File: config.mk
export PLATFORM = sky130hd
export DESIGN_NAME = mam_resp_gen
export DESIGN_NICKNAME = d
export VERILOG_FILES = /design/src/source/mam_pkg.sv /design/src/source/mam_resp_gen.sv
export SDC_FILE = /design/constraint.sdc
export NUM_CORES = 1
export LEC_CHECK = 0
export ABC_CLOCK_PERIOD_IN_PS = 1200
export BUFFER_PORTS_ARGS = -buffer_cell sky130_fd_sc_hd__buf_2
export CAP_MARGIN = 10
export CORE_MARGIN = 2
export CORE_UTILIZATION = 37
export DETAILED_ROUTE_END_ITERATION = 6
export GPL_ROUTABILITY_DRIVEN = 0
export PLACE_DENSITY = 0.84
export SYNTH_ARGS = -nofsm -noshare
export SYNTH_HDL_FRONTEND = slang
export SYNTH_SLANG_ARGS = --single-unit
File: constraint.sdc
create_clock -name clk_i -period 1.2 [get_ports clk_i]
set_input_delay 0.06 -clock clk_i [delete_from_list [all_inputs] [get_ports clk_i]]
set_output_delay 0.06 -clock clk_i [all_outputs]
set_load 0.05 [all_outputs]
File: src/source/mam_pkg.sv
package mam_pkg;

  // Bus geometry
  localparam int MAM_XLEN    = 16;
  localparam int MAM_PLEN    = 32;
  localparam int MAM_BYTES   = MAM_XLEN / 8;  // Address step per beat
  localparam int MAM_BEATS_W = 13;

  // Command header fields, beat count sits in the low MAM_BEATS_W bits
  localparam int MAM_HDR_WE    = 15;
  localparam int MAM_HDR_BURST = 14;

  // Memory model
  localparam int MAM_MEM_WORDS = 256;
  localparam int MAM_WAIT      = 1;  // Wait cycles before each hready

  localparam logic [MAM_XLEN-1:0] MAM_WR_ACK = 16'hAC00;

  typedef enum logic [2:0] {
    DEC_HDR,
    DEC_ADDR_HI,
    DEC_ADDR_LO,
    DEC_ISSUE,
    DEC_WDATA
  } mam_dec_state_e;

  typedef enum logic [2:0] {
    ST_IDLE,
    ST_WRITE_LAST,
    ST_WRITE_LAST_WAIT,
    ST_WRITE,
    ST_WRITE_WAIT,
    ST_READ,
    ST_READ_WAIT
  } mam_bus_state_e;

endpackage

File: src/source/mam_resp_gen.sv
`timescale 1ns/1ps

module mam_resp_gen (
  input  logic                         clk_i,
  input  logic                         rst_i,
  input  logic                         read_valid_i,
  input  logic [mam_pkg::MAM_XLEN-1:0] read_data_i,
  output logic                         read_ready_o,
  input  logic                         wr_done_i,
  output logic                         resp_valid_o,
  output logic [mam_pkg::MAM_XLEN-1:0] resp_data_o,
  input  logic                         resp_ready_i
);
  import mam_pkg::*;

  logic                full_q;
  logic [MAM_XLEN-1:0] data_q;
  logic                rd_fire;

  assign rd_fire      = read_valid_i & read_ready_o;
  assign read_ready_o = ~full_q;  // Only take read data into an empty slot
  assign resp_valid_o = full_q;
  assign resp_data_o  = data_q;

  always_ff @(posedge clk_i) begin
    if (rst_i) begin
      full_q <= 1'b0;
    end else if (rd_fire || wr_done_i) begin
      full_q <= 1'b1;
    end else if (resp_ready_i) begin
      full_q <= 1'b0;
    end
  end

  // Write completions turn into a fixed acknowledge word
  always_ff @(posedge clk_i) begin
    if (rd_fire) begin
      data_q <= read_data_i;
    end else if (wr_done_i) begin
      data_q <= MAM_WR_ACK;
    end
  end

endmodule

Word-level counts from Yosys, hierarchy flattened
Index checks and enable logic that the tools add are counted.

RAM bits: 0. Memories kept: 0. Output and inout port bits: 18. Latch bits: 0. Word-level logic and storage cells: 11. Input bits: 21. Register bits: 17. Memory bits (read-only): 0.

Reductions and logical operators: 3. Order comparisons: 0. Shifts and indexed selects: 0. $add $sub $neg: 0. Equal/unequal tests: 0. Bitwise operators: 2. Divide/modulo/power cells: 0. Muxes and demuxes: 4. $mul: 0.

Operators with widths (count): 16-bit two-way mux (2); 2-bit nonzero test (2); 1-bit two-way mux (2); 1-bit bitwise AND (1); 1-bit logical OR (1); 1-bit NOT (1).

Longest topological paths before layout
Gate-level depths: netlist of run 1.

Word-level depth: 4. Gate-level depth with buffers: 3.

Worst setup path before layout of run 1
OpenSTA, ideal clock, no wires.

Kind: register to register. Start: register full_q (netlist: resp_valid_o). End: register data_q[0] (netlist: resp_data_o[0]) (enable). Stages on the path, launching flop included: 3. Data required time: 909 ps. Setup time: 291 ps. Path slack: -313 ps. Arrival time: 1223 ps. Path through: dfxtp_1 nor2b_4 or2_2.

Longest elaborated chain between the ends: 3.

Ends and longest elaborated chain: from (decl) (RTL line mam_resp_gen.sv:16) `logic full_q;`; from (signal assigned) (RTL line mam_resp_gen.sv:27) `full_q <= 1'b0;`; from (signal assigned) (RTL line mam_resp_gen.sv:29) `full_q <= 1'b1;`; from (signal assigned) (RTL line mam_resp_gen.sv:31) `full_q <= 1'b0;`; 1-bit NOT (RTL line mam_resp_gen.sv:21) `assign read_ready_o = ~full_q;`; 1-bit bitwise AND (RTL line mam_resp_gen.sv:20) `assign rd_fire = read_valid_i & read_ready_o;`; 2-bit nonzero test (no source line); to (signal assigned) (RTL line mam_resp_gen.sv:38) `data_q <= read_data_i;`; to (decl) (RTL line mam_resp_gen.sv:17) `logic [MAM_XLEN-1:0] data_q;`.

Every way passes these cells. A chain may end at the register's enable or synchronous reset.

Worst setup path after layout of run 1
Start: register full_q (netlist: resp_valid_o). End: register data_q[2] (netlist: resp_data_o[2]) (enable).

The elaborated chain is that of the path after synthesis.

==> results_dict.tcl, run 1 <==
set metrics [dict create \
    holdPathStages 2 \
    maxCapViolCount 0 \
    reg2reg_slack_ns 0.17 \
    grt_overflow 0 \
    nNetsFinal 105 \
    cts_tree "built" \
    syn_area_per_cell_sq_um 16.36 \
    hpwl_um 831.3 \
    synth.yosys.warnings 0 \
    min_path_type "in -> reg" \
    regToRegEndpoint "resp_data_o[2]" \
    drc 0 \
    cts-htree-levels 1 \
    dieHeight_um 46.06 \
    r2r_start "resp_valid_o" \
    p_sw_frac 0.2971 \
    via_per_inst 4.320 \
    routed_wl_um 1066 \
    power.leakage_nw 0.4131 \
    setup_viol 0 \
    fin_setup_tns_ns 0 \
    io_pins 39 \
    combPwrFrac 0.232 \
    dieArea_sq_mm 0.002121 \
    die_x_um 46.06 \
    grt_pass1_vias 363 \
    total_power_mw 1.294 \
    hold_viol 0 \
    netlist_instances 40 \
    finalCritPeriodShare 0.8566 \
    ys_seq_area_frac 0.7648 \
    cts_hold_buf 0 \
    p_switching_mw 0.3845 \
    clockPowerShare 0.218 \
    wl_per_cell_um 10.66 \
    slew_headroom 0.8294 \
    io_buffers 38 \
    rsz0062_at_grt "false" \
    worstMarginPinSlew_ns 0.2576 \
    seqCellArea_sq_um 504.2 \
    clk_latency_ns 0.28 \
    worstHoldStart "wr_done_i" \
    grt_start_max_net_pins 18 \
    cts_root_buf "clkbuf_4" \
    p_int_mw 0.9094 \
    crit_path_max_fanout 16 \
    syn-num-nets 61 \
    worstRegToRegCells 2 \
    clk_pin_slew_ns 0.09 \
    cts_resized 0 \
    clock.fmax_mhz 972.9 \
    syn2layout_area_growth_pct 38.24 \
    period_minus_slack_ns 1.028 \
    ys_seq_elements 17 \
    cts_buffer_depth 2 \
    synth_cell_type_count 10 \
    syn_area_sq_um 654.4 \
    required_ns 1.17 \
    via_count 432 \
    multiInputGateArea_sq_um 137.6 \
    ir_drop_uv 707.0 \
    grtUsageTotal 0.1073 \
    start_kind "flip-flop" \
    critPathCaptureType "flip-flop" \
    row_count 15 \
    post-cts-setup-buffers 0 \
    worstPathArrival_ns 1.00 \
    coreArea_sq_mm 0.001689 \
    initial_core_util 0.3874 \
    clock-sinks 17 \
    worstSetupPathType "reg -> reg" \
    drt_first_pass_iters 2 \
    seqPwrFrac 0.550 \
    antenna_found_initial 0 \
    p_per_area_mw_per_mm2 1430 \
    min_to "resp_valid_o" \
    drt_iter0_drc 1 \
    slew_viol_final 0 \
    fin_skew_ns 0.005759 \
    grt_pass1_wl_um 1531 \
    cts_made_buffers 3 \
    drtAntennaViolNets 0 \
    num-fill-cells 151 \
    status "finished, final reports clean" \
    drive_gt1_frac 0.5422 \
    antenna_cells 0 \
]
-- power by group through the flow --
stage | logic [mW] | registers (mW) | clock network, mW
2_1_floorplan | 0.0600 | 0.887 | 0
3_3_place_gp | 0.295 | 0.724 | 0
3_5_place_dp | 0.299 | 0.726 | 0
4_1_cts | 0.299 | 0.713 | 0.293
5_1_grt | 0.317 | 0.718 | 0.312
6_report | 0.300 | 0.712 | 0.282
-- Yosys cell counts --
| cell | n | area [sq um] |
|---|---|---|
| o31a_1 | 1 | 8.760 |
| nand2b_1 | 4 | 25.02 |
| nor2b_4 | 1 | 13.76 |
| or2_2 | 1 | 6.260 |
| inv_1 | 2 | 7.510 |
| and2_1 | 12 | 75.07 |
| buf_6 | 1 | 11.26 |
| dfxtp_1 | 1 | 20.02 |
| edfxtp_1 | 16 | 480.5 |
| nor2b_1 | 1 | 6.260 |
-- final cells by class --
cell class / count / share of cell area
Timing Repair Buffer: 40 / 0.2296
Clock buffer: 4 / 0.02905
Tap cell: 17 / 0.02351
Multi-Input combinational cell: 20 / 0.1521
Inverter: 2 / 0.008299
Sequential cell: 17 / 0.5574
-- cells in the final DEF, fill, tap and decap left out, drive strengths merged --
cell type / count
and2: 12
buf: 39
clkbuf: 4
dfxtp: 1
dlygate4sd3: 1
edfxtp: 16
inv: 2
nand2b: 4
nor2b: 2
o31a: 1
or2: 1
-- worst max-delay path by stage --
| stage | slack (ns) | depth (start not counted) | start | end |
|---|---|---|---|---|
| final | 0.17 | 2 | resp_valid_o | resp_data_o[2] |
| after global routing | 0.12 | 2 | resp_valid_o | resp_data_o[6] |
| after CTS | 0.17 | 2 | resp_valid_o | resp_data_o[3] |
| after detailed placement | 0.18 | 2 | resp_valid_o | resp_data_o[3] |
| after global placement | 0.21 | 2 | resp_valid_o | resp_data_o[3] |
| after floorplan | 0.05 | 2 | resp_valid_o | resp_data_o[0] |
-- registers in the layout, indices dropped and copies added (netlist names) --
name          cells
resp_data_o      16
resp_valid_o      1
-- cells by family (layout without fill, tap and decap cells) --
kind of cell | count (synthesis) | after routing | share of synthesized area
compound gates | 1 | 1 | 0.01339
buf+inv | 3 | 46 | 0.02868
flops | 17 | 17 | 0.7648
simple gates | 19 | 19 | 0.1931
-- stage by stage --
stage	utilization	hold WS [ns]	cells	setup slack [ns]	area [sq um]
6_report	0.5356	0.02906	100	0.1721	904.6
3_3_place_gp	0.5141	0.2879	95	0.2087	868.3
5_1_grt	0.5356	0.02774	100	0.1166	904.6
2_1_floorplan	-	0.1953	40	0.05142	660.6
3_5_place_dp	0.5141	0.3035	95	0.1826	868.3
4_1_cts	0.5296	0.002506	99	0.1666	894.6
-- critical path, cell delays in order (launching register included) --
cell	delay, ns
dfxtp_4	0.37
nor2b_4	0.11
or2_4	0.25
-- routing by layer --
metal | up-vias | global-route usage | share of wire
met3 | 2 | 0.03922 | 0.10
met5 | - | 0 | 0
met1 | 184 | 0.1263 | 0.37
li1 | 221 | - | -
met4 | 0 | 0.06857 | 0.016
met2 | 25 | 0.1639 | 0.51
(Power assumes the default switching activity.)
==> inputs of run 2 (changes only) <==
--- a/config.mk
+++ b/config.mk
@@ -12,6 +12,7 @@
 export CORE_UTILIZATION = 37
 export DETAILED_ROUTE_END_ITERATION = 6
 export GPL_ROUTABILITY_DRIVEN = 0
+export GPL_TIMING_DRIVEN = 0
 export PLACE_DENSITY = 0.84
 export SYNTH_ARGS = -nofsm -noshare
 export SYNTH_HDL_FRONTEND = slang
==> run 2 against run 1 <==
- final area unchanged
- critical path depth unchanged
- worst setup slack worse by 0.11 ns
- clock power is essentially flat
- sequential power about the same
- largest cell class unchanged
- largest power group unchanged
- utilization is the same
==> results_dict.tcl, run 2 (synthesis results as in run 1) <==
set metrics [dict create \
    coreArea_sq_mm 0.001689 \
    syn2layout_area_growth_pct 38.24 \
    ir_drop_uv 454.7 \
    start_kind "flip-flop" \
    drive_gt1_frac 0.5542 \
    grt_pass1_vias 377 \
    crit_path_max_fanout 10 \
    reg2reg_slack_ns 0.06 \
    multiInputGateArea_sq_um 143.9 \
    largest_reg_flops 16 \
    clk_latency_ns 0.27 \
    grt_start_max_net_pins 17 \
    crit_slowest_cell "dfxtp_4" \
    hold_viol 0 \
    power.leakage_nw 0.4132 \
    wl_per_cell_um 10.58 \
    clk_pin_slew_ns 0.08 \
    dieArea_sq_mm 0.002121 \
    grtUsageTotal 0.1000 \
    slew_viol_final 0 \
    cts_root_buf "clkbuf_4" \
    cts-htree-levels 1 \
    finalInstanceArea_sq_um 904.6 \
    clock.fmax_mhz 878.2 \
    post-cts-setup-buffers 0 \
    nNetsFinal 105 \
    routed_wl_um 1058 \
    row_count 15 \
    dpl-instance-area_sq_um 872.1 \
    cts_made_buffers 3 \
    via_per_inst 4.330 \
    antenna_found_initial 0 \
    finalCritPeriodShare 0.9489 \
    num-fill-cells 144 \
    worstSetupPathType "reg -> reg" \
    setup_viol 0 \
    min_path_type "in -> reg" \
    setup_ws_ns 0.06127 \
    drc 0 \
    period_minus_slack_ns 1.139 \
    maxCapViolCount 0 \
    slew_headroom 0.8267 \
    total_power_mw 1.293 \
    seqCellArea_sq_um 504.2 \
    io_pins 39 \
    dp_worst_setup_slack_ns 0.03614 \
    worstPathArrival_ns 1.12 \
    worstMarginPinSlew_ns 0.2618 \
    drtAntennaViolNets 0 \
    via_count 433 \
    drt_first_pass_iters 2 \
    grt_pass1_wl_um 1449 \
    layout_commonest_cell "buf_2" \
    cts_resized 0 \
    die_x_um 46.06 \
    hpwl_um 807.8 \
    cts_buffer_depth 2 \
    cts_tree "built" \
    cts_hold_buf 0 \
    fin_skew_ns 0.0003341 \
    required_ns 1.18 \
    io_buffers 38 \
    status "finished, final reports clean" \
    initial_core_util 0.3874 \
    final_cell_mix "38 x buf_2, 16 x edfxtp_1, 12 x and2_1" \
    crit_path_max_incr_delay_ns 0.36 \
    p_per_area_mw_per_mm2 1429 \
    drt_iter0_drc 4 \
    path_cells "nor2b_4 > or2_2" \
    critPathCaptureType "flip-flop" \
    antenna_cells 0 \
    grt_overflow 0 \
    clock-sinks 17 \
    dieHeight_um 46.06 \
]
[run 2: metal layers]
layer / up-vias / global-route usage / wire length [um]
li1: 223 / - / -
met1: 185 / 0.1215 / 429
met2: 23 / 0.1500 / 514
met3: 2 / 0.01961 / 96
met4: 0 / 0.08571 / 17
met5: - / 0 / 0
[run 2: stage by stage]
| step | cells | hold WS, ns | util | setup TNS, ns |
|---|---|---|---|---|
| 6_report | 100 | 0.01122 | 0.5356 | 0 |
| 5_1_grt | 100 | 0.01900 | 0.5356 | -0.0006817 |
| 4_1_cts | 99 | 0.001103 | 0.5319 | 0 |
| 3_5_place_dp | 95 | 0.3051 | 0.5163 | 0 |
| 3_3_place_gp | 95 | 0.2867 | 0.5163 | 0 |
| 2_1_floorplan | 40 | 0.1953 | - | 0 |
[run 2: layout make-up]
class                           instances  share of cell area
Sequential cell                        17              0.5574
Timing Repair Buffer                   38              0.2102
Multi-Input combinational cell         21              0.1591
Clock buffer                            4             0.02905
Tap cell                               17             0.02351
Buffer                                  1             0.01245
Inverter                                2            0.008299
[run 2: power breakdown]
part | leakage, nW | internal [mW] | switching (mW)
logic | 0.227 | 0.0822 | 0.219
registers | 0.171 | 0.699 | 0.0117
clock network | 0.0150 | 0.129 | 0.152
total | 0.413 | 0.910 | 0.383
[run 2: worst max-delay path: cells and delay by family (launching register included)]
kind / cells / cell delay, ns
flops: 1 / 0.36
simple gates: 2 / 0.48
[run 2: final timing paths]
check,startpoint,end,depth (start not counted)
setup / recovery,resp_valid_o,resp_data_o[12],2
hold / removal,rst_i,resp_valid_o,3
setup reg to reg,resp_valid_o,resp_data_o[12],2
hold reg to reg,resp_valid_o,resp_data_o[15],2
==> inputs of run 3 (changes only) <==
--- a/config.mk
+++ b/config.mk
@@ -5,15 +5,15 @@
 export SDC_FILE = /design/constraint.sdc
 export NUM_CORES = 1
 export LEC_CHECK = 0
-export ABC_CLOCK_PERIOD_IN_PS = 1200
+export ABC_CLOCK_PERIOD_IN_PS = 1400
 export BUFFER_PORTS_ARGS = -buffer_cell sky130_fd_sc_hd__buf_2
 export CAP_MARGIN = 10
 export CORE_MARGIN = 2
-export CORE_UTILIZATION = 37
+export CORE_UTILIZATION = 44
 export DETAILED_ROUTE_END_ITERATION = 6
 export GPL_ROUTABILITY_DRIVEN = 0
 export GPL_TIMING_DRIVEN = 0
-export PLACE_DENSITY = 0.84
+export PLACE_DENSITY = 0.92
 export SYNTH_ARGS = -nofsm -noshare
 export SYNTH_HDL_FRONTEND = slang
 export SYNTH_SLANG_ARGS = --single-unit
==> constraint.sdc (replaced) <==
create_clock -name clk_i -period 1.4 [get_ports clk_i]
set_input_delay 0.07 -clock clk_i [delete_from_list [all_inputs] [get_ports clk_i]]
set_output_delay 0.07 -clock clk_i [all_outputs]
set_load 0.05 [all_outputs]
==> run 3 against run 2 <==
- maximum frequency fell by 11%
- worst setup slack improved by 0.052 ns
- final area fell by 1.5%
- largest power group unchanged
- highest routed layer unchanged
==> results_dict.tcl, run 3 (synthesis results as in run 1) <==
set metrics [dict create \
    status "finished, final reports clean" \
    multiInputGateArea_sq_um 135.1 \
    fin_setup_tns_ns 0 \
    setup_viol 0 \
    routed_wl_um 1276 \
    clockPowerShare 0.227 \
    layoutNonFillerInstCount 97 \
    reg2reg_slack_ns 0.11 \
    critPathCaptureType "flip-flop" \
    syn2layout_area_growth_pct 36.14 \
    cts_root_buf "clkbuf_4" \
    grt_start_max_net_pins 17 \
    ir_drop_uv 601.6 \
    hpwl_um 996 \
    p_per_area_mw_per_mm2 1264 \
    drt_iter0_drc 7 \
    maxCapViolCount 0 \
    drtAntennaViolNets 0 \
    worstPathArrival_ns 1.25 \
    finalCritPeriodShare 0.9189 \
    p_sw_frac 0.3080 \
    power.leakage_nw 0.4091 \
    cts_hold_buf 0 \
    required_ns 1.36 \
    p_int_mw 0.7790 \
    place_inst 93 \
    worstMarginPinSlew_ns 0.3551 \
    clock.fmax_mhz 777.3 \
    setup_ws_ns 0.1135 \
    seqPwrFrac 0.544 \
    wl_per_cell_um 13.15 \
    worstSetupPathType "reg -> reg" \
    grtUsageTotal 0.1606 \
    clk_pin_slew_ns 0.09 \
    nNetsFinal 104 \
    slew_viol_final 0 \
    drive_gt1_frac 0.5488 \
    dieHeight_um 42.57 \
    largest_reg_flops 16 \
    seqCellArea_sq_um 501.7 \
    cts_resized 0 \
    grt_pass1_wl_um 2014 \
    clk_latency_ns 0.28 \
    cts-htree-levels 1 \
    drt_first_pass_iters 4 \
    min_path_type "in -> reg" \
    dp_worst_setup_slack_ns 0.1115 \
    hold_viol 0 \
    final_util 0.6599 \
    slew_headroom 0.7633 \
    grt_pass1_vias 417 \
    io_pins 39 \
    via_per_inst 4.505 \
    via_count 437 \
    coreArea_sq_mm 0.001350 \
    layout_commonest_cell "buf_2" \
    p_switching_mw 0.3468 \
    combPwrFrac 0.228 \
    crit_path_max_fanout 16 \
    post-cts-setup-buffers 0 \
    cts_made_buffers 3 \
    antenna_found_initial 0 \
    initial_core_util 0.4847 \
    row_count 13 \
    drc 0 \
    io_buffers 38 \
    grt_overflow 0 \
    die_x_um 42.57 \
    cts_tree "built" \
    fin_skew_ns 0.001185 \
    holdWs_ns 0.0005154 \
    rsz0062_at_grt "false" \
    clock-sinks 17 \
    final_cell_mix "38 x buf_2, 16 x edfxtp_1, 12 x and2_1" \
    start_kind "flip-flop" \
    dieArea_sq_mm 0.001812 \
    cts_buffer_depth 2 \
    num-fill-cells 109 \
    period_minus_slack_ns 1.287 \
    antenna_cells 0 \
]
## run 3: changes by cell type in the layout (fill, tap and decap cells not counted)
cell and delta:
or2_4 -1, dfxtp_2 +1, dfxtp_4 -1
## run 3: power by group through the flow
stage          Combinational, mW  Clock (mW)  Sequential [mW]
3_5_place_dp               0.258           0            0.626
5_1_grt                    0.270       0.286            0.616
2_1_floorplan             0.0499           0            0.761
3_3_place_gp               0.253           0            0.621
6_report                   0.257       0.256            0.613
4_1_cts                    0.259       0.256            0.614
## run 3: per-stage QoR
step                cell area (sq um)  power [mW]
finish                          890.9       1.126
global route                    890.9       1.172
CTS                             890.9       1.128
detailed placement              864.6      0.8840
global placement                864.6      0.8743
floorplan                       655.6      0.8108
## run 3: final timing paths
path,start,endpoint,depth (start not counted)
hold reg to reg,resp_valid_o,resp_data_o[10],2
setup / recovery,resp_valid_o,resp_data_o[11],2
setup reg to reg,resp_valid_o,resp_data_o[11],2
hold / removal,rst_i,resp_valid_o,3
## run 3: cell type report
cell class / instances / share of cell area
Tap cell: 15 / 0.02107
Sequential cell: 17 / 0.5632
Timing Repair Buffer: 38 / 0.2135
Inverter: 2 / 0.008427
Buffer: 1 / 0.01264
Clock buffer: 4 / 0.02949
Multi-Input combinational cell: 20 / 0.1517
## run 3: metal layers
layer  routed length (um)  vias to the layer above  share of wire  GRT usage
li1                     -                      219              -          -
met1                  520                      189           0.41     0.1887
met2                  598                       25           0.47     0.2215
met3                  117                        4          0.092    0.07759
met4                   38                        0          0.030     0.1250
met5                    0                        -              0          0
## run 3: critical path, stage by stage, from the launching register on
cell and delay, ns:
dfxtp_2 0.36, nor2b_4 0.22, or2_2 0.38
