===== src/source/mam_pkg.sv =====
package mam_pkg;

  // Bus geometry
  localparam int MAM_XLEN    = 16;
  localparam int MAM_PLEN    = 32;
  localparam int MAM_BYTES   = MAM_XLEN / 8;  // Address step per beat
  localparam int MAM_BEATS_W = 13;

  // Command header fields, beat count sits in the low MAM_BEATS_W bits
  localparam int MAM_HDR_WE    = 15;
  localparam int MAM_HDR_BURST = 14;

  // Memory model
  localparam int MAM_MEM_WORDS = 256;
  localparam int MAM_WAIT      = 1;  // Wait cycles before each hready

  localparam logic [MAM_XLEN-1:0] MAM_WR_ACK = 16'hAC00;

  typedef enum logic [2:0] {
    DEC_HDR,
    DEC_ADDR_HI,
    DEC_ADDR_LO,
    DEC_ISSUE,
    DEC_WDATA
  } mam_dec_state_e;

  typedef enum logic [2:0] {
    ST_IDLE,
    ST_WRITE_LAST,
    ST_WRITE_LAST_WAIT,
    ST_WRITE,
    ST_WRITE_WAIT,
    ST_READ,
    ST_READ_WAIT
  } mam_bus_state_e;

endpackage


===== src/source/mam_ahb_master.sv =====
`timescale 1ns/1ps

module mam_ahb_master (
  input  logic                             clk_i,
  input  logic                             rst_i,

  input  logic                             req_valid_i,
  output logic                             req_ready_o,
  input  logic                             req_we_i,
  input  logic [mam_pkg::MAM_PLEN-1:0]     req_addr_i,
  input  logic                             req_burst_i,
  input  logic [mam_pkg::MAM_BEATS_W-1:0]  req_beats_i,

  input  logic                             write_valid_i,
  input  logic [mam_pkg::MAM_XLEN-1:0]     write_data_i,
  output logic                             write_ready_o,

  output logic                             read_valid_o,
  output logic [mam_pkg::MAM_XLEN-1:0]     read_data_o,
  input  logic                             read_ready_i,
  output logic                             wr_done_o,

  output logic                             ahb3_hsel_o,
  output logic [mam_pkg::MAM_PLEN-1:0]     ahb3_haddr_o,
  output logic [mam_pkg::MAM_XLEN-1:0]     ahb3_hwdata_o,
  input  logic [mam_pkg::MAM_XLEN-1:0]     ahb3_hrdata_i,
  output logic                             ahb3_hwrite_o,
  output logic [2:0]                       ahb3_hsize_o,
  output logic [2:0]                       ahb3_hburst_o,
  output logic [3:0]                       ahb3_hprot_o,
  output logic [1:0]                       ahb3_htrans_o,
  output logic                             ahb3_hmastlock_o,
  input  logic                             ahb3_hready_i,
  input  logic                             ahb3_hresp_i
);
  import mam_pkg::*;

  mam_bus_state_e state_q;
  mam_bus_state_e state_d;

  logic                   hwrite_d;
  logic [2:0]             hburst_d;
  logic [1:0]             htrans_q;
  logic [1:0]             htrans_d;
  logic [MAM_PLEN-1:0]    addr_d;
  logic [MAM_XLEN-1:0]    wdata_q;
  logic [MAM_XLEN-1:0]    wdata_d;
  logic [MAM_XLEN-1:0]    rdata_q;
  logic [MAM_XLEN-1:0]    rdata_d;
  logic [MAM_BEATS_W-1:0] beats_q;
  logic [MAM_BEATS_W-1:0] beats_d;
  logic                   single;  // Request moves exactly one word

  always_ff @(posedge clk_i) begin
    if (rst_i) begin
      state_q       <= ST_IDLE;
      ahb3_hburst_o <= 3'b000;
      htrans_q      <= 2'b00;
    end else begin
      state_q       <= state_d;
      ahb3_hburst_o <= hburst_d;
      htrans_q      <= htrans_d;
    end
  end

  always_ff @(posedge clk_i) begin
    ahb3_hwrite_o <= hwrite_d;
    ahb3_haddr_o  <= addr_d;
    wdata_q       <= wdata_d;
    rdata_q       <= rdata_d;
    beats_q       <= beats_d;
  end

  assign single = !req_burst_i || (req_beats_i == MAM_BEATS_W'(1));

  assign ahb3_hwdata_o    = wdata_q;
  assign read_data_o      = rdata_q;
  assign ahb3_hsize_o     = 3'b001;  // Halfword, no sub-word accesses
  assign ahb3_hprot_o     = 4'b1111;
  assign ahb3_hmastlock_o = ahb3_hsel_o;
  assign ahb3_htrans_o    = ahb3_hsel_o ? htrans_q : 2'b00;

  always_comb begin
    state_d  = state_q;
    hwrite_d = ahb3_hwrite_o;
    hburst_d = ahb3_hburst_o;
    htrans_d = htrans_q;
    addr_d   = ahb3_haddr_o;
    wdata_d  = wdata_q;
    rdata_d  = rdata_q;
    beats_d  = beats_q;

    ahb3_hsel_o   = 1'b0;
    req_ready_o   = 1'b0;
    write_ready_o = 1'b0;
    read_valid_o  = 1'b0;
    wr_done_o     = 1'b0;

    case (state_q)
      ST_IDLE: begin
        // Wait for a drained response buffer so a write ack always fits
        req_ready_o = read_ready_i;
        beats_d     = req_beats_i;
        addr_d      = req_addr_i;
        if (req_valid_i && read_ready_i) begin
          hwrite_d = req_we_i;
          htrans_d = 2'b10;  // NONSEQ
          hburst_d = single ? 3'b111 : 3'b010;
          if (!req_we_i) begin
            state_d = ST_READ;
          end else begin
            state_d = single ? ST_WRITE_LAST_WAIT : ST_WRITE_WAIT;
          end
        end
      end
      ST_WRITE_LAST_WAIT: begin
        write_ready_o = 1'b1;
        if (write_valid_i) begin
          wdata_d = write_data_i;
          state_d = ST_WRITE_LAST;
        end
      end
      ST_WRITE_LAST: begin
        ahb3_hsel_o = 1'b1;
        if (ahb3_hready_i) begin
          wr_done_o = 1'b1;
          hburst_d  = 3'b000;
          state_d   = ST_IDLE;
        end
      end
      ST_WRITE_WAIT: begin
        write_ready_o = 1'b1;
        if (write_valid_i) begin
          wdata_d = write_data_i;
          beats_d = beats_q - 1'b1;
          state_d = ST_WRITE;
        end
      end
      ST_WRITE: begin
        ahb3_hsel_o = 1'b1;
        if (ahb3_hready_i) begin
          // Beat done, next word may be taken in the same cycle
          write_ready_o = 1'b1;
          addr_d        = ahb3_haddr_o + MAM_PLEN'(MAM_BYTES);
          htrans_d      = 2'b11;  // SEQ
          if (beats_q == MAM_BEATS_W'(1)) begin
            hburst_d = 3'b111;
            if (write_valid_i) begin
              wdata_d = write_data_i;
              state_d = ST_WRITE_LAST;
            end else begin
              state_d = ST_WRITE_LAST_WAIT;
            end
          end else if (write_valid_i) begin
            wdata_d = write_data_i;
            beats_d = beats_q - 1'b1;
          end else begin
            state_d = ST_WRITE_WAIT;
          end
        end
      end
      ST_READ: begin
        ahb3_hsel_o = 1'b1;
        if (ahb3_hready_i) begin
          rdata_d  = ahb3_hresp_i ? '0 : ahb3_hrdata_i;  // Error beats read as zero
          beats_d  = beats_q - 1'b1;
          addr_d   = ahb3_haddr_o + MAM_PLEN'(MAM_BYTES);
          htrans_d = 2'b11;
          state_d  = ST_READ_WAIT;
        end
      end
      ST_READ_WAIT: begin
        read_valid_o = 1'b1;  // Bus stalls here under back-pressure
        if (read_ready_i) begin
          if (beats_q == MAM_BEATS_W'(1)) hburst_d = 3'b111;
          if (beats_q == '0) begin
            hburst_d = 3'b000;
            state_d  = ST_IDLE;
          end else begin
            state_d = ST_READ;
          end
        end
      end
      default: state_d = ST_IDLE;
    endcase
  end

endmodule


===== config.mk =====
export PLATFORM = sky130hd
export DESIGN_NAME = mam_ahb_master
export DESIGN_NICKNAME = d
export VERILOG_FILES = /design/src/source/mam_pkg.sv /design/src/source/mam_ahb_master.sv
export SDC_FILE = /design/constraint.sdc
export NUM_CORES = 1
export LEC_CHECK = 0
export BUFFER_PORTS_ARGS = -buffer_cell sky130_fd_sc_hd__buf_2
export CAP_MARGIN = 0
export CORE_AREA = 2 2 114 88
export DETAILED_ROUTE_END_ITERATION = 6
export DIE_AREA = 0 0 116 90
export PLACE_DENSITY = 0.8
export SETUP_SLACK_MARGIN = 0.1
export SLEW_MARGIN = 20
export SYNTH_ARGS = -nofsm -noshare
export SYNTH_HDL_FRONTEND = slang
export SYNTH_SLANG_ARGS = --single-unit
export TNS_END_PERCENT = 30

===== constraint.sdc =====
create_clock -name clk_i -period 2.7 [get_ports clk_i]
set_clock_uncertainty 0.1 [all_clocks]
set_input_delay 0.135 -clock clk_i [delete_from_list [all_inputs] [get_ports clk_i]]
set_output_delay 0.135 -clock clk_i [all_outputs]
set_load 0.02 [all_outputs]

After elaboration in Yosys (flattened, before gate mapping)
Index checks and enable logic that the tools add are counted.
W data, S select, Z words.
- bits in read-only memories: 0
- register bits: 86
- word-level logic and storage cells: 89
- bits in latches: 0
- memories: 0
- input bits: 86
- RAM bits: 0
- multiplexer cells: 41
- divide/modulo/power cells: 0
- $add $sub $neg: 2
- bitwise logic cells: 0
- order comparisons: 0
- shift-type cells: 0
- reduce and logical (&&, ||, !) cells: 20
- equality and inequality tests: 18
- multipliers: 0
- operator list (cell ; number):
    $pmux W32 S2 ; 1
    $mux W3 ; 18
    $mux W13 ; 4
    $pmux W13 S4 ; 1
    $add A32 B2 Y32 const B ; 1
    $mux W16 ; 2
    $mux W32 ; 1
    $pmux W16 S2 ; 1
    $eq A13 B1 Y1 const B ; 2
    $pmux W3 S7 ; 1
    $ne A2 B2 Y1 const B ; 8
    $logic_not A13 Y1 ; 1
    $sub A13 B1 Y13 const B ; 1
    $pmux W3 S4 ; 1
    $eq A3 B3 Y1 const B ; 3
    $mux W2 ; 4
    $reduce_and A2 Y1 ; 4
    $reduce_and A8 Y1 ; 1
    $reduce_bool A4 Y1 ; 2
    $eq A3 B2 Y1 const B ; 2
    $mux W1 ; 5
    $reduce_and A5 Y1 ; 1
    $pmux W2 S2 ; 1
    $reduce_and A4 Y1 ; 1
    other kinds (12) ; 14

Logic depth before layout (Yosys ltp)
Gate-level depths: netlist (run 1).
- depth after elaboration: 6
- mapped depth: 7

Worst setup path after synthesis (run 1)
OpenSTA, ideal clock, no wires.
- path kind: reg2reg
- from: register beats_q[0]
- to: register beats_q[0] (enable)
- data required time: 2.212 ns
- cell stages (with the launch flop): 6
- setup slack: 0.513 ns
- buffers on the path: 0
- arrival: 1.699 ns
- cells stage by stage: edfxtp_1 ha_1 nor2b_1 nand4_1 a21oi_1 o22ai_1
- cells in the longest elaborated chain, start to end: 3
- ends and longest elaborated chain (item ; RTL line ; source):
    start: declaration ; mam_ahb_master.sv:50 ; logic [MAM_BEATS_W-1:0] beats_q;
    start signal: assignment ; mam_ahb_master.sv:71 ; beats_q <= beats_d;
    $eq A13 B1 Y1 ; mam_ahb_master.sv:146 ; if (beats_q == MAM_BEATS_W'(1)) begin
    $ne A2 B2 Y1 (no source line) ; n/a ;
    $reduce_and A4 Y1 (no source line) ; n/a ;
Every way passes these cells.
A chain may end at the register's enable or synchronous reset.

Final worst setup path (run 1)
- from: register state_q[0]
- to: register htrans_q[1]
- cells in the longest elaborated chain, start to end: 4
- ends and longest elaborated chain (item ; RTL line ; source):
    start: declaration ; mam_ahb_master.sv:38 ; mam_bus_state_e state_q;
    start signal: assignment ; mam_ahb_master.sv:60 ; state_q <= state_d;
    $eq A3 B3 Y1 / $eq A3 B2 Y1 (equally long branches) ; mam_ahb_master.sv:99 ; case (state_q)
    $reduce_or A2 Y1 (no source line) ; n/a ;
    $ne A2 B1 Y1 (no source line) / $reduce_bool A2 Y1 (equally long branches) ; n/a ;
    $reduce_and A3 Y1 (no source line) ; n/a ;
    end signal: assignment ; mam_ahb_master.sv:62 ; htrans_q <= htrans_d;
    end: declaration ; mam_ahb_master.sv:43 ; logic [1:0] htrans_q;
Parallel ways exist; a longest one is shown, timed or not.

==> results.toml, run 1 <==
[sta]
timing.final.ws_setup_ps = 289
fin_crit_ps = 2410
fmax_mhz = 415
hold_slack_ps = 10.3
max-slew-margin-rel = 0.556
worstMarginPinSlew_ps = 659
setup_viol = 0
hold_viol_final = 0
setup-tns-final_ps = 0
fin_crit_sh = 0.893
slew_violations = 0
rsz0062_at_grt = "no"

[layout]
syn_to_final_growth_pct = 40.3
drive_gt1_frac = 0.312
final_core_util = 0.684
fillCellCount = 719
nets = 738
antenna_cells = 0

[clocking]
cts_root_buf = "clkbuf_16"
cts.repair.resized = 0
cts_tree = "yes"
clk_latency_ps = 340
cts_sinks = 86
cts.clk_slew.worst_paths_ps = 70
cts_buffer_depth = 2
postCtsSetupRepairBufs = 0
numCtsBuffers = 9
ctsHtreeMaxLevel = 3
ctsHoldBuffers = 63

[worst_setup_path]
critPathLaunch = "state_q[0]$_SDFFE_PP0P_"
rrSetupSlack_ps = 290
required_ps = 2890
crit_end = "htrans_q[1]$_SDFFE_PP0P_"
cp_max_fo = 12
crit_type = "reg -> reg"
rr_worst_depth = 6
cp-end-kind = "flop"
cp-start-kind = "flop"
critical_path_arrival_ps = 2600
reg2reg_from = "state_q[0]$_SDFFE_PP0P_"
r2r-end = "htrans_q[1]$_SDFFE_PP0P_"

[floorplan]
rows = 31
core_um2 = 9390
die_y_um = 90
io_pins = 169
start_util = 0.488
dieWidth_um = 116
die_area_um2 = 10400

[global_route]
grt_use_met3 = 0.0755
busiest_layer = "met2"
antenna_found_initial = 0
grt.overflow.total = 0
met2_usage = 0.384
grt_max_degree = 63
grt_pass1_wl_mm = 19.2
use_met1 = 0.289
first_global_vias = 4028
grt_usage = 0.234

[yosys]
ys_warn_count = 0
ys_types = 55
ys_seq_elements = 86
avgSynthCellArea_um2 = 10.7
async_reset_ff_frac = 0
yosysSeqAreaShare = 0.546
netlist_instances = 427
synth_edf_count = 78
synth_commonest_cells = "edfxtp_1, nand2_1, o21ai_0, nor2b_1, xnor2_1"
yosysTopAreaCellShare = 0.511
synth-main-ff-cell = "edfxtp_1"
synthTopCellsByArea = "edfxtp_1, nand2_1, xnor2_1"
yosysMostFrequentCell = "edfxtp_1"
synth_top_area_cell = "edfxtp_1"
synth_area_um2 = 4580

[placed_design]
port_buffers = 161
gp_congestion = 0.897
dp.final_hpwl_mm = 8.02
pre_cts_slack_ps = 281

[drt]
drt_iter0_markers = 253
drc = 0
dr.pass1.iters = 4
wirelength_mm = 12.1
vias = 3999
drtAntennaViolNets = 0
vias_per_cell = 5.09
wire_per_inst_um = 15.4

[worst_hold_path]
min_path_type = "in -> reg"
min_from = "ahb3_hrdata_i[13]"

[pwr]
powerDensity_nw_per_um2 = 952
leakagePower_nw = 2.66
peakVddDrop_uv = 577

[flow_run]
drv_cap = 0

[status]
status = "completed"
-- logic make-up (layout without fill, tap and decap cells) --
| logic type | count (synthesis) | after routing | synth area share |
|---|---|---|---|
| simple gates | 194 | 194 | 0.233 |
| flops | 86 | 86 | 0.546 |
| compound gates | 69 | 69 | 0.0959 |
| xor+xnor | 39 | 39 | 0.0746 |
| buf+inv | 32 | 253 | 0.0358 |
| fa+ha+maj | 4 | 4 | 0.0109 |
| other cells | 2 | 7 | 0.00164 |
| mux | 1 | 1 | 0.00219 |
-- worst min path at each step --
stage,slack [ps],cells after the start,end
after floorplan,100,1,htrans_q[1]$_SDFFE_PP0P_
after global placement,210,1,ahb3_hwdata_o[14]$_DFFE_PP_
after detailed placement,210,1,ahb3_hwdata_o[3]$_DFFE_PP_
after CTS,0.5,3,beats_q[6]$_DFFE_PP_
after global routing,7,2,read_data_o[13]$_SDFFCE_PP0P_
final,10,2,read_data_o[13]$_SDFFCE_PP0P_
-- worst max-delay path, cell delays in order (launching register included) --
cell           delay [ps]
dfxtp_1               390
buf_4                 220
nor3_1                520
and3_1                370
nor2_1                 60
a21oi_1               140
dlygate4sd3_1         560
-- sequential cells by signal, summed over array words and instances, names as in the netlist --
name	count
state_q	3
ahb3_hwrite_o	1
ahb3_haddr_o	32
ahb3_hwdata_o	16
read_data_o	16
htrans_q	2
beats_q	13
ahb3_hburst_o	3
-- through the flow --
stage	cell area, um2	total power, W	cells
floorplan	4600	0.00405	432
global placement	5510	0.00475	706
detailed placement	5510	0.00483	706
CTS	6420	0.00612	785
global route	6420	0.00646	785
finish	6420	0.00612	785
-- placed cells by master, fill, tap and decap left out, types with 8 or more instances in the layout --
cell type      netlist  final
xor2_1              15     15
nor4_1               9      9
buf_2                5    161
nand2_1             70     70
nor3_1               9      9
o21ai_0             32     32
a21oi_1              8      8
nand3_1              9      9
xnor2_1             24     24
nor2_1              22     21
nand4_1             10     10
edfxtp_1            78     78
clkbuf_16            0      9
dfxtp_1              8      8
nor2b_1             24     24
dlygate4sd3_1        0     63
-- per-layer routing --
layer	vias to the layer above	wire length [um]
met2	185	5710
met3	22	1000
met1	1823	5120
met4	0	222
met5	-	0
li1	1969	-
-- report_power, final --
group	total (W)	switching, W	leakage [nW]	internal (W)
clock network	0.00120	0.000556	0.141	0.000645
logic	0.00232	0.00145	1.70	0.000871
registers	0.00260	0.000508	0.818	0.00209
total	0.00612	0.00251	2.66	0.00361
-- final cells by class --
cell class	instances	area, um2	share of cell area
clock buffers	9	225	0.0351
multi-input cells	314	1950	0.303
flip-flops and latches	86	2500	0.389
repair buffers	231	1500	0.234
inverters	6	22.5	0.00351
clock inverters	7	61.3	0.00954
well taps	132	165	0.0257
Power figures use the tool's default switching activity.
==> inputs of run 2 (changes only) <==
Settings changed: HOLD_SLACK_MARGIN set to 0.03, SKIP_LAST_GASP set to 1.
==> run 2 against run 1 <==
Compared with the run above:
- hold slack gained 37 ps
- sequential cell count is the same
- total power grew 0.40%
- count of clock-buffer cells in the layout is the same
- first-iteration DRC count grew 27%
- global-route usage grew 0.57 points
- maximum frequency grew 0.19%
- clock power is essentially flat
- die area is the same
- critical endpoint unchanged
- largest power group unchanged
- sequential share of layout area shrank 0.83 points
- cell area grew 2.2%
- highest routed layer unchanged
- routed wire length grew 3.3%
==> results.toml, run 2 (synthesis results as in run 1) <==
[pwr]
powerDensity_nw_per_um2 = 936
leakagePower_nw = 2.72
peakVddDrop_uv = 575

[clocking]
cts_buffer_depth = 2
numCtsBuffers = 9
cts_root_buf = "clkbuf_16"
ctsHoldBuffers = 77
cts_sinks = 86
cts.clk_slew.worst_paths_ps = 70
postCtsSetupRepairBufs = 0
clk_latency_ps = 340
cts.repair.resized = 0
ctsHtreeMaxLevel = 3
cts_tree = "yes"

[drt]
wl_met3_mm = 1.06
dr.pass1.iters = 5
drtAntennaViolNets = 0
wire_per_inst_um = 15.6
wl_met2_mm = 5.96
wirelength_mm = 12.5
vias_per_cell = 5.14
m1WireLength_mm = 5.22
drc = 0
drt_iter0_markers = 321
vias = 4108
route.top_layer_used = "met4"

[worst_setup_path]
required_ps = 2890
rr_worst_depth = 6
reg2reg_from = "state_q[0]$_SDFFE_PP0P_"
critPathLaunch = "state_q[0]$_SDFFE_PP0P_"
cp-start-kind = "flop"
crit_type = "reg -> reg"
cp-end-kind = "flop"
cp_max_fo = 12
critical_path_arrival_ps = 2600

[sta]
hold_viol_final = 0
hold_slack_ps = 47.1
fin_crit_sh = 0.891
slew_violations = 0
max-slew-margin-rel = 0.546
rsz0062_at_grt = "no"
fin_crit_ps = 2410
worstMarginPinSlew_ps = 674
fmax_mhz = 416
setup-tns-final_ps = 0
setup_viol = 0

[placed_design]
dp.final_hpwl_mm = 8.02
port_buffers = 161
gp_congestion = 0.897

[floorplan]
die_area_um2 = 10400
dieWidth_um = 116
start_util = 0.488
die_y_um = 90
rows = 31
io_pins = 169
core_um2 = 9390

[layout]
largest_reg_flops = 32
final_cell_mix = "buf_2, edfxtp_1, dlygate4sd3_1"
fillCellCount = 697
final_common_cell = "buf_2"
top_register = "ahb3_haddr_o"
syn_to_final_growth_pct = 43.3
nets = 752
antenna_cells = 0
drive_gt1_frac = 0.306

[status]
status = "completed"

[global_route]
antenna_found_initial = 0
grt.overflow.total = 0
grt_max_degree = 63
first_global_vias = 4148
grt_usage = 0.240
grt_pass1_wl_mm = 19.7

[worst_hold_path]
min_path_type = "in -> reg"
hold_depth = 3
min_from = "ahb3_hready_i"

[flow_run]
drv_cap = 0
==> run 2: cell count changes in the layout (fill, tap and decap cells not counted), sizes merged <==
cell,previous run,this run
dlygate4sd3,63,77
==> run 2: critical path, cell delays in order, from the launching register on <==
cell,delay (ps)
dfxtp_1,390
buf_4,220
nor3_1,520
and3_1,370
nor2_1,60
a21oi_1,140
dlygate4sd3_1,560
==> run 2: path summary, 6_finish.rpt <==
| check | endpoint | slack [ps] |
|---|---|---|
| setup / recovery | htrans_q[1]$_SDFFE_PP0P_ | 290 |
| hold / removal | htrans_q[0]$_SDFFE_PP0P_ | 50 |
| setup reg to reg | htrans_q[1]$_SDFFE_PP0P_ | 290 |
| hold reg to reg | ahb3_hburst_o[0]$_SDFFE_PP0P_ | 380 |
==> run 2: final cells by class <==
class,instances,area [um2],area share
Clock buffer,9,225,0.0343
Clock inverter,7,61.3,0.00934
Inverter,6,22.5,0.00343
Multi-Input combinational cell,314,1950,0.297
Sequential cell,86,2500,0.381
Tap cell,132,165,0.0252
Timing Repair Buffer,245,1640,0.250
==> run 2: through the flow <==
| stage | setup slack [ps] | std cells | cell area, um2 | utilization | power, W |
|---|---|---|---|---|---|
| 2_1_floorplan | 513 | 432 | 4600 | - | 0.00405 |
| 5_1_grt | 174 | 799 | 6570 | 0.699 | 0.00648 |
| 3_3_place_gp | 449 | 706 | 5510 | 0.587 | 0.00475 |
| 6_report | 294 | 799 | 6570 | 0.699 | 0.00614 |
| 4_1_cts | 279 | 799 | 6560 | 0.699 | 0.00613 |
| 3_5_place_dp | 281 | 706 | 5510 | 0.587 | 0.00483 |
==> run 2: power breakdown <==
group          internal, W  switching (W)  leakage, nW
Clock             0.000645       0.000557        0.141
Combinational     0.000885        0.00146         1.76
Sequential         0.00209       0.000508        0.818
==> run 2: metal layers <==
| layer | vias to the layer above | GRT usage |
|---|---|---|
| li1 | 2004 | - |
| met1 | 1891 | 0.294 |
| met4 | 0 | 0.0764 |
| met5 | - | 0 |
| met2 | 191 | 0.401 |
| met3 | 22 | 0.0762 |
==> inputs of run 3 (changes only) <==
Settings changed: CTS_CLUSTER_SIZE set to 14.
Clock period 2.7 ns to 2.35 ns, I/O delays scaled along.
==> run 3 against run 2 <==
Compared with the run above:
- cell area is 1.6% higher
- routed wire length is 0.79% higher
- combinational power grew 22%
- worst setup slack lost 59 ps
- sequential share of layout area fell by 0.61 points
- first-iteration DRC count fell by 25%
- die area unchanged
- maximum frequency up 14%
- count of clock-buffer cells in the layout is the same
- global-route usage up 1.2 points
- via count up 1.3%
- largest power group unchanged
- highest routed layer unchanged
==> results.toml, run 3 (synthesis results as in run 1) <==
[drt]
wirelength_mm = 12.5
drt_iter0_markers = 242
drc = 0
dr.pass1.iters = 4
vias_per_cell = 5.14
drtAntennaViolNets = 0
vias = 4162
wire_per_inst_um = 15.5

[layout]
final_cell_mix = "buf_2, dlygate4sd3_1, edfxtp_1"
final_common_cell = "buf_2"
antenna_cells = 0
syn_to_final_growth_pct = 45.7
largest_reg_flops = 32
top_register = "ahb3_haddr_o"
layout.cells.non_filler = 809
drive_gt1_frac = 0.313
nets = 762

[status]
status = "completed"

[sta]
fin_crit_ps = 2120
max-slew-margin-rel = 0.545
worstMarginPinSlew_ps = 682
slew_violations = 0
hold_viol_final = 0
hold_slack_ps = 61.5
fmax_mhz = 473
setup_viol = 0
rsz0062_at_grt = "no"
fin_crit_sh = 0.900
setup-tns-final_ps = 0

[floorplan]
dieWidth_um = 116
core_um2 = 9390
io_pins = 169
rows = 31
die_area_um2 = 10400
die_y_um = 90
start_util = 0.488

[worst_setup_path]
cp_top_family = "simple AND/OR/NAND/NOR gates"
required_ps = 2340
critical_path_arrival_ps = 2110
cp-end-kind = "flop"
cp_max_fo = 7
crit_chain = "nand3_2 -> or3_1 -> nor4b_4 -> xnor2_1 -> o21ai_2"
cp-start-kind = "flop"
max_stage_delay_ps = 580
path_buf_inv = 0
critPathSlowestCell = "or3_1"
crit_type = "reg -> reg"

[global_route]
met2_usage = 0.428
grt_use_met3 = 0.0701
grt_pass1_wl_mm = 20.7
first_global_vias = 4309
grt.overflow.total = 0
busiest_layer = "met2"
use_met1 = 0.309
grt_max_degree = 54
grt_usage = 0.252
antenna_found_initial = 0

[clocking]
ctsHtreeMaxLevel = 3
cts_buffer_depth = 2
numCtsBuffers = 9
cts.repair.resized = 0
cts_root_buf = "clkbuf_16"
cts_tree = "yes"
cts_sinks = 86
clk_latency_ps = 340
cts.clk_slew.worst_paths_ps = 70

[placed_design]
port_buffers = 161
dp.final_hpwl_mm = 8.16
dpl.cell_count = 714
gp_congestion = 0.868

[pwr]
design_power_total_w = 0.00721
powerDensity_nw_per_um2 = 1080
peakVddDrop_uv = 651
leakagePower_nw = 2.78

[flow_run]
drv_cap = 0

[worst_hold_path]
min_path_type = "in -> reg"
[run 3: through the flow]
| step | util | setup slack (ps) | instance area (um2) |
|---|---|---|---|
| floorplan | - | 163 | 4600 |
| global placement | 0.596 | 318 | 5590 |
| detailed placement | 0.596 | 183 | 5590 |
| CTS | 0.711 | 167 | 6670 |
| global route | 0.711 | 123 | 6670 |
| finish | 0.711 | 235 | 6670 |
[run 3: worst reg2reg max path, cell delays in order, from the launching register on]
cell and delay, ps:
edfxtp_1 440, nand3_2 170, or3_1 590, nor4b_4 340, xnor2_1 170, o21ai_2 60
[run 3: final cells by class]
| class | instances | area (um2) |
|---|---|---|
| clock buffers | 9 | 225 |
| clock inverters | 7 | 63.8 |
| fillers | 693 | 2710 |
| inverters | 6 | 22.5 |
| multi-input cells | 314 | 1950 |
| flip-flops and latches | 86 | 2500 |
| well taps | 132 | 165 |
| repair buffers | 255 | 1750 |
[run 3: timing repair]
action,CTS,global route
endpoints found under the setup margin,0,0
hold buffers,79,0
hold endpoints to repair,81,0
buffers inserted,0,0
[run 3: final timing paths]
| check | end | slack (ps) | cells after the start | start |
|---|---|---|---|---|
| hold reg to reg | ahb3_hburst_o[0]$_SDFFE_PP0P_ | 360 | 1 | ahb3_hburst_o[0]$_SDFFE_PP0P_ |
| setup / recovery | ahb3_haddr_o[28]$_DFFE_PP_ | 230 | 5 | ahb3_haddr_o[3]$_DFFE_PP_ |
| setup reg to reg | ahb3_haddr_o[28]$_DFFE_PP_ | 230 | 5 | ahb3_haddr_o[3]$_DFFE_PP_ |
| hold / removal | beats_q[0]$_DFFE_PP_ | 60 | 3 | req_beats_i[0] |
[run 3: where the power goes]
| part | leakage [nW] | internal (W) | switching (W) | total, W |
|---|---|---|---|---|
| Sequential | 0.818 | 0.00240 | 0.000555 | 0.00296 |
| Clock | 0.137 | 0.000743 | 0.000654 | 0.00140 |
| Combinational | 1.82 | 0.00112 | 0.00174 | 0.00286 |
[run 3: metal layers]
metal  part of all wire  wire, um
met1               0.41      5180
met2               0.50      6220
met3              0.075       936
met4              0.017       214
met5                  0         0
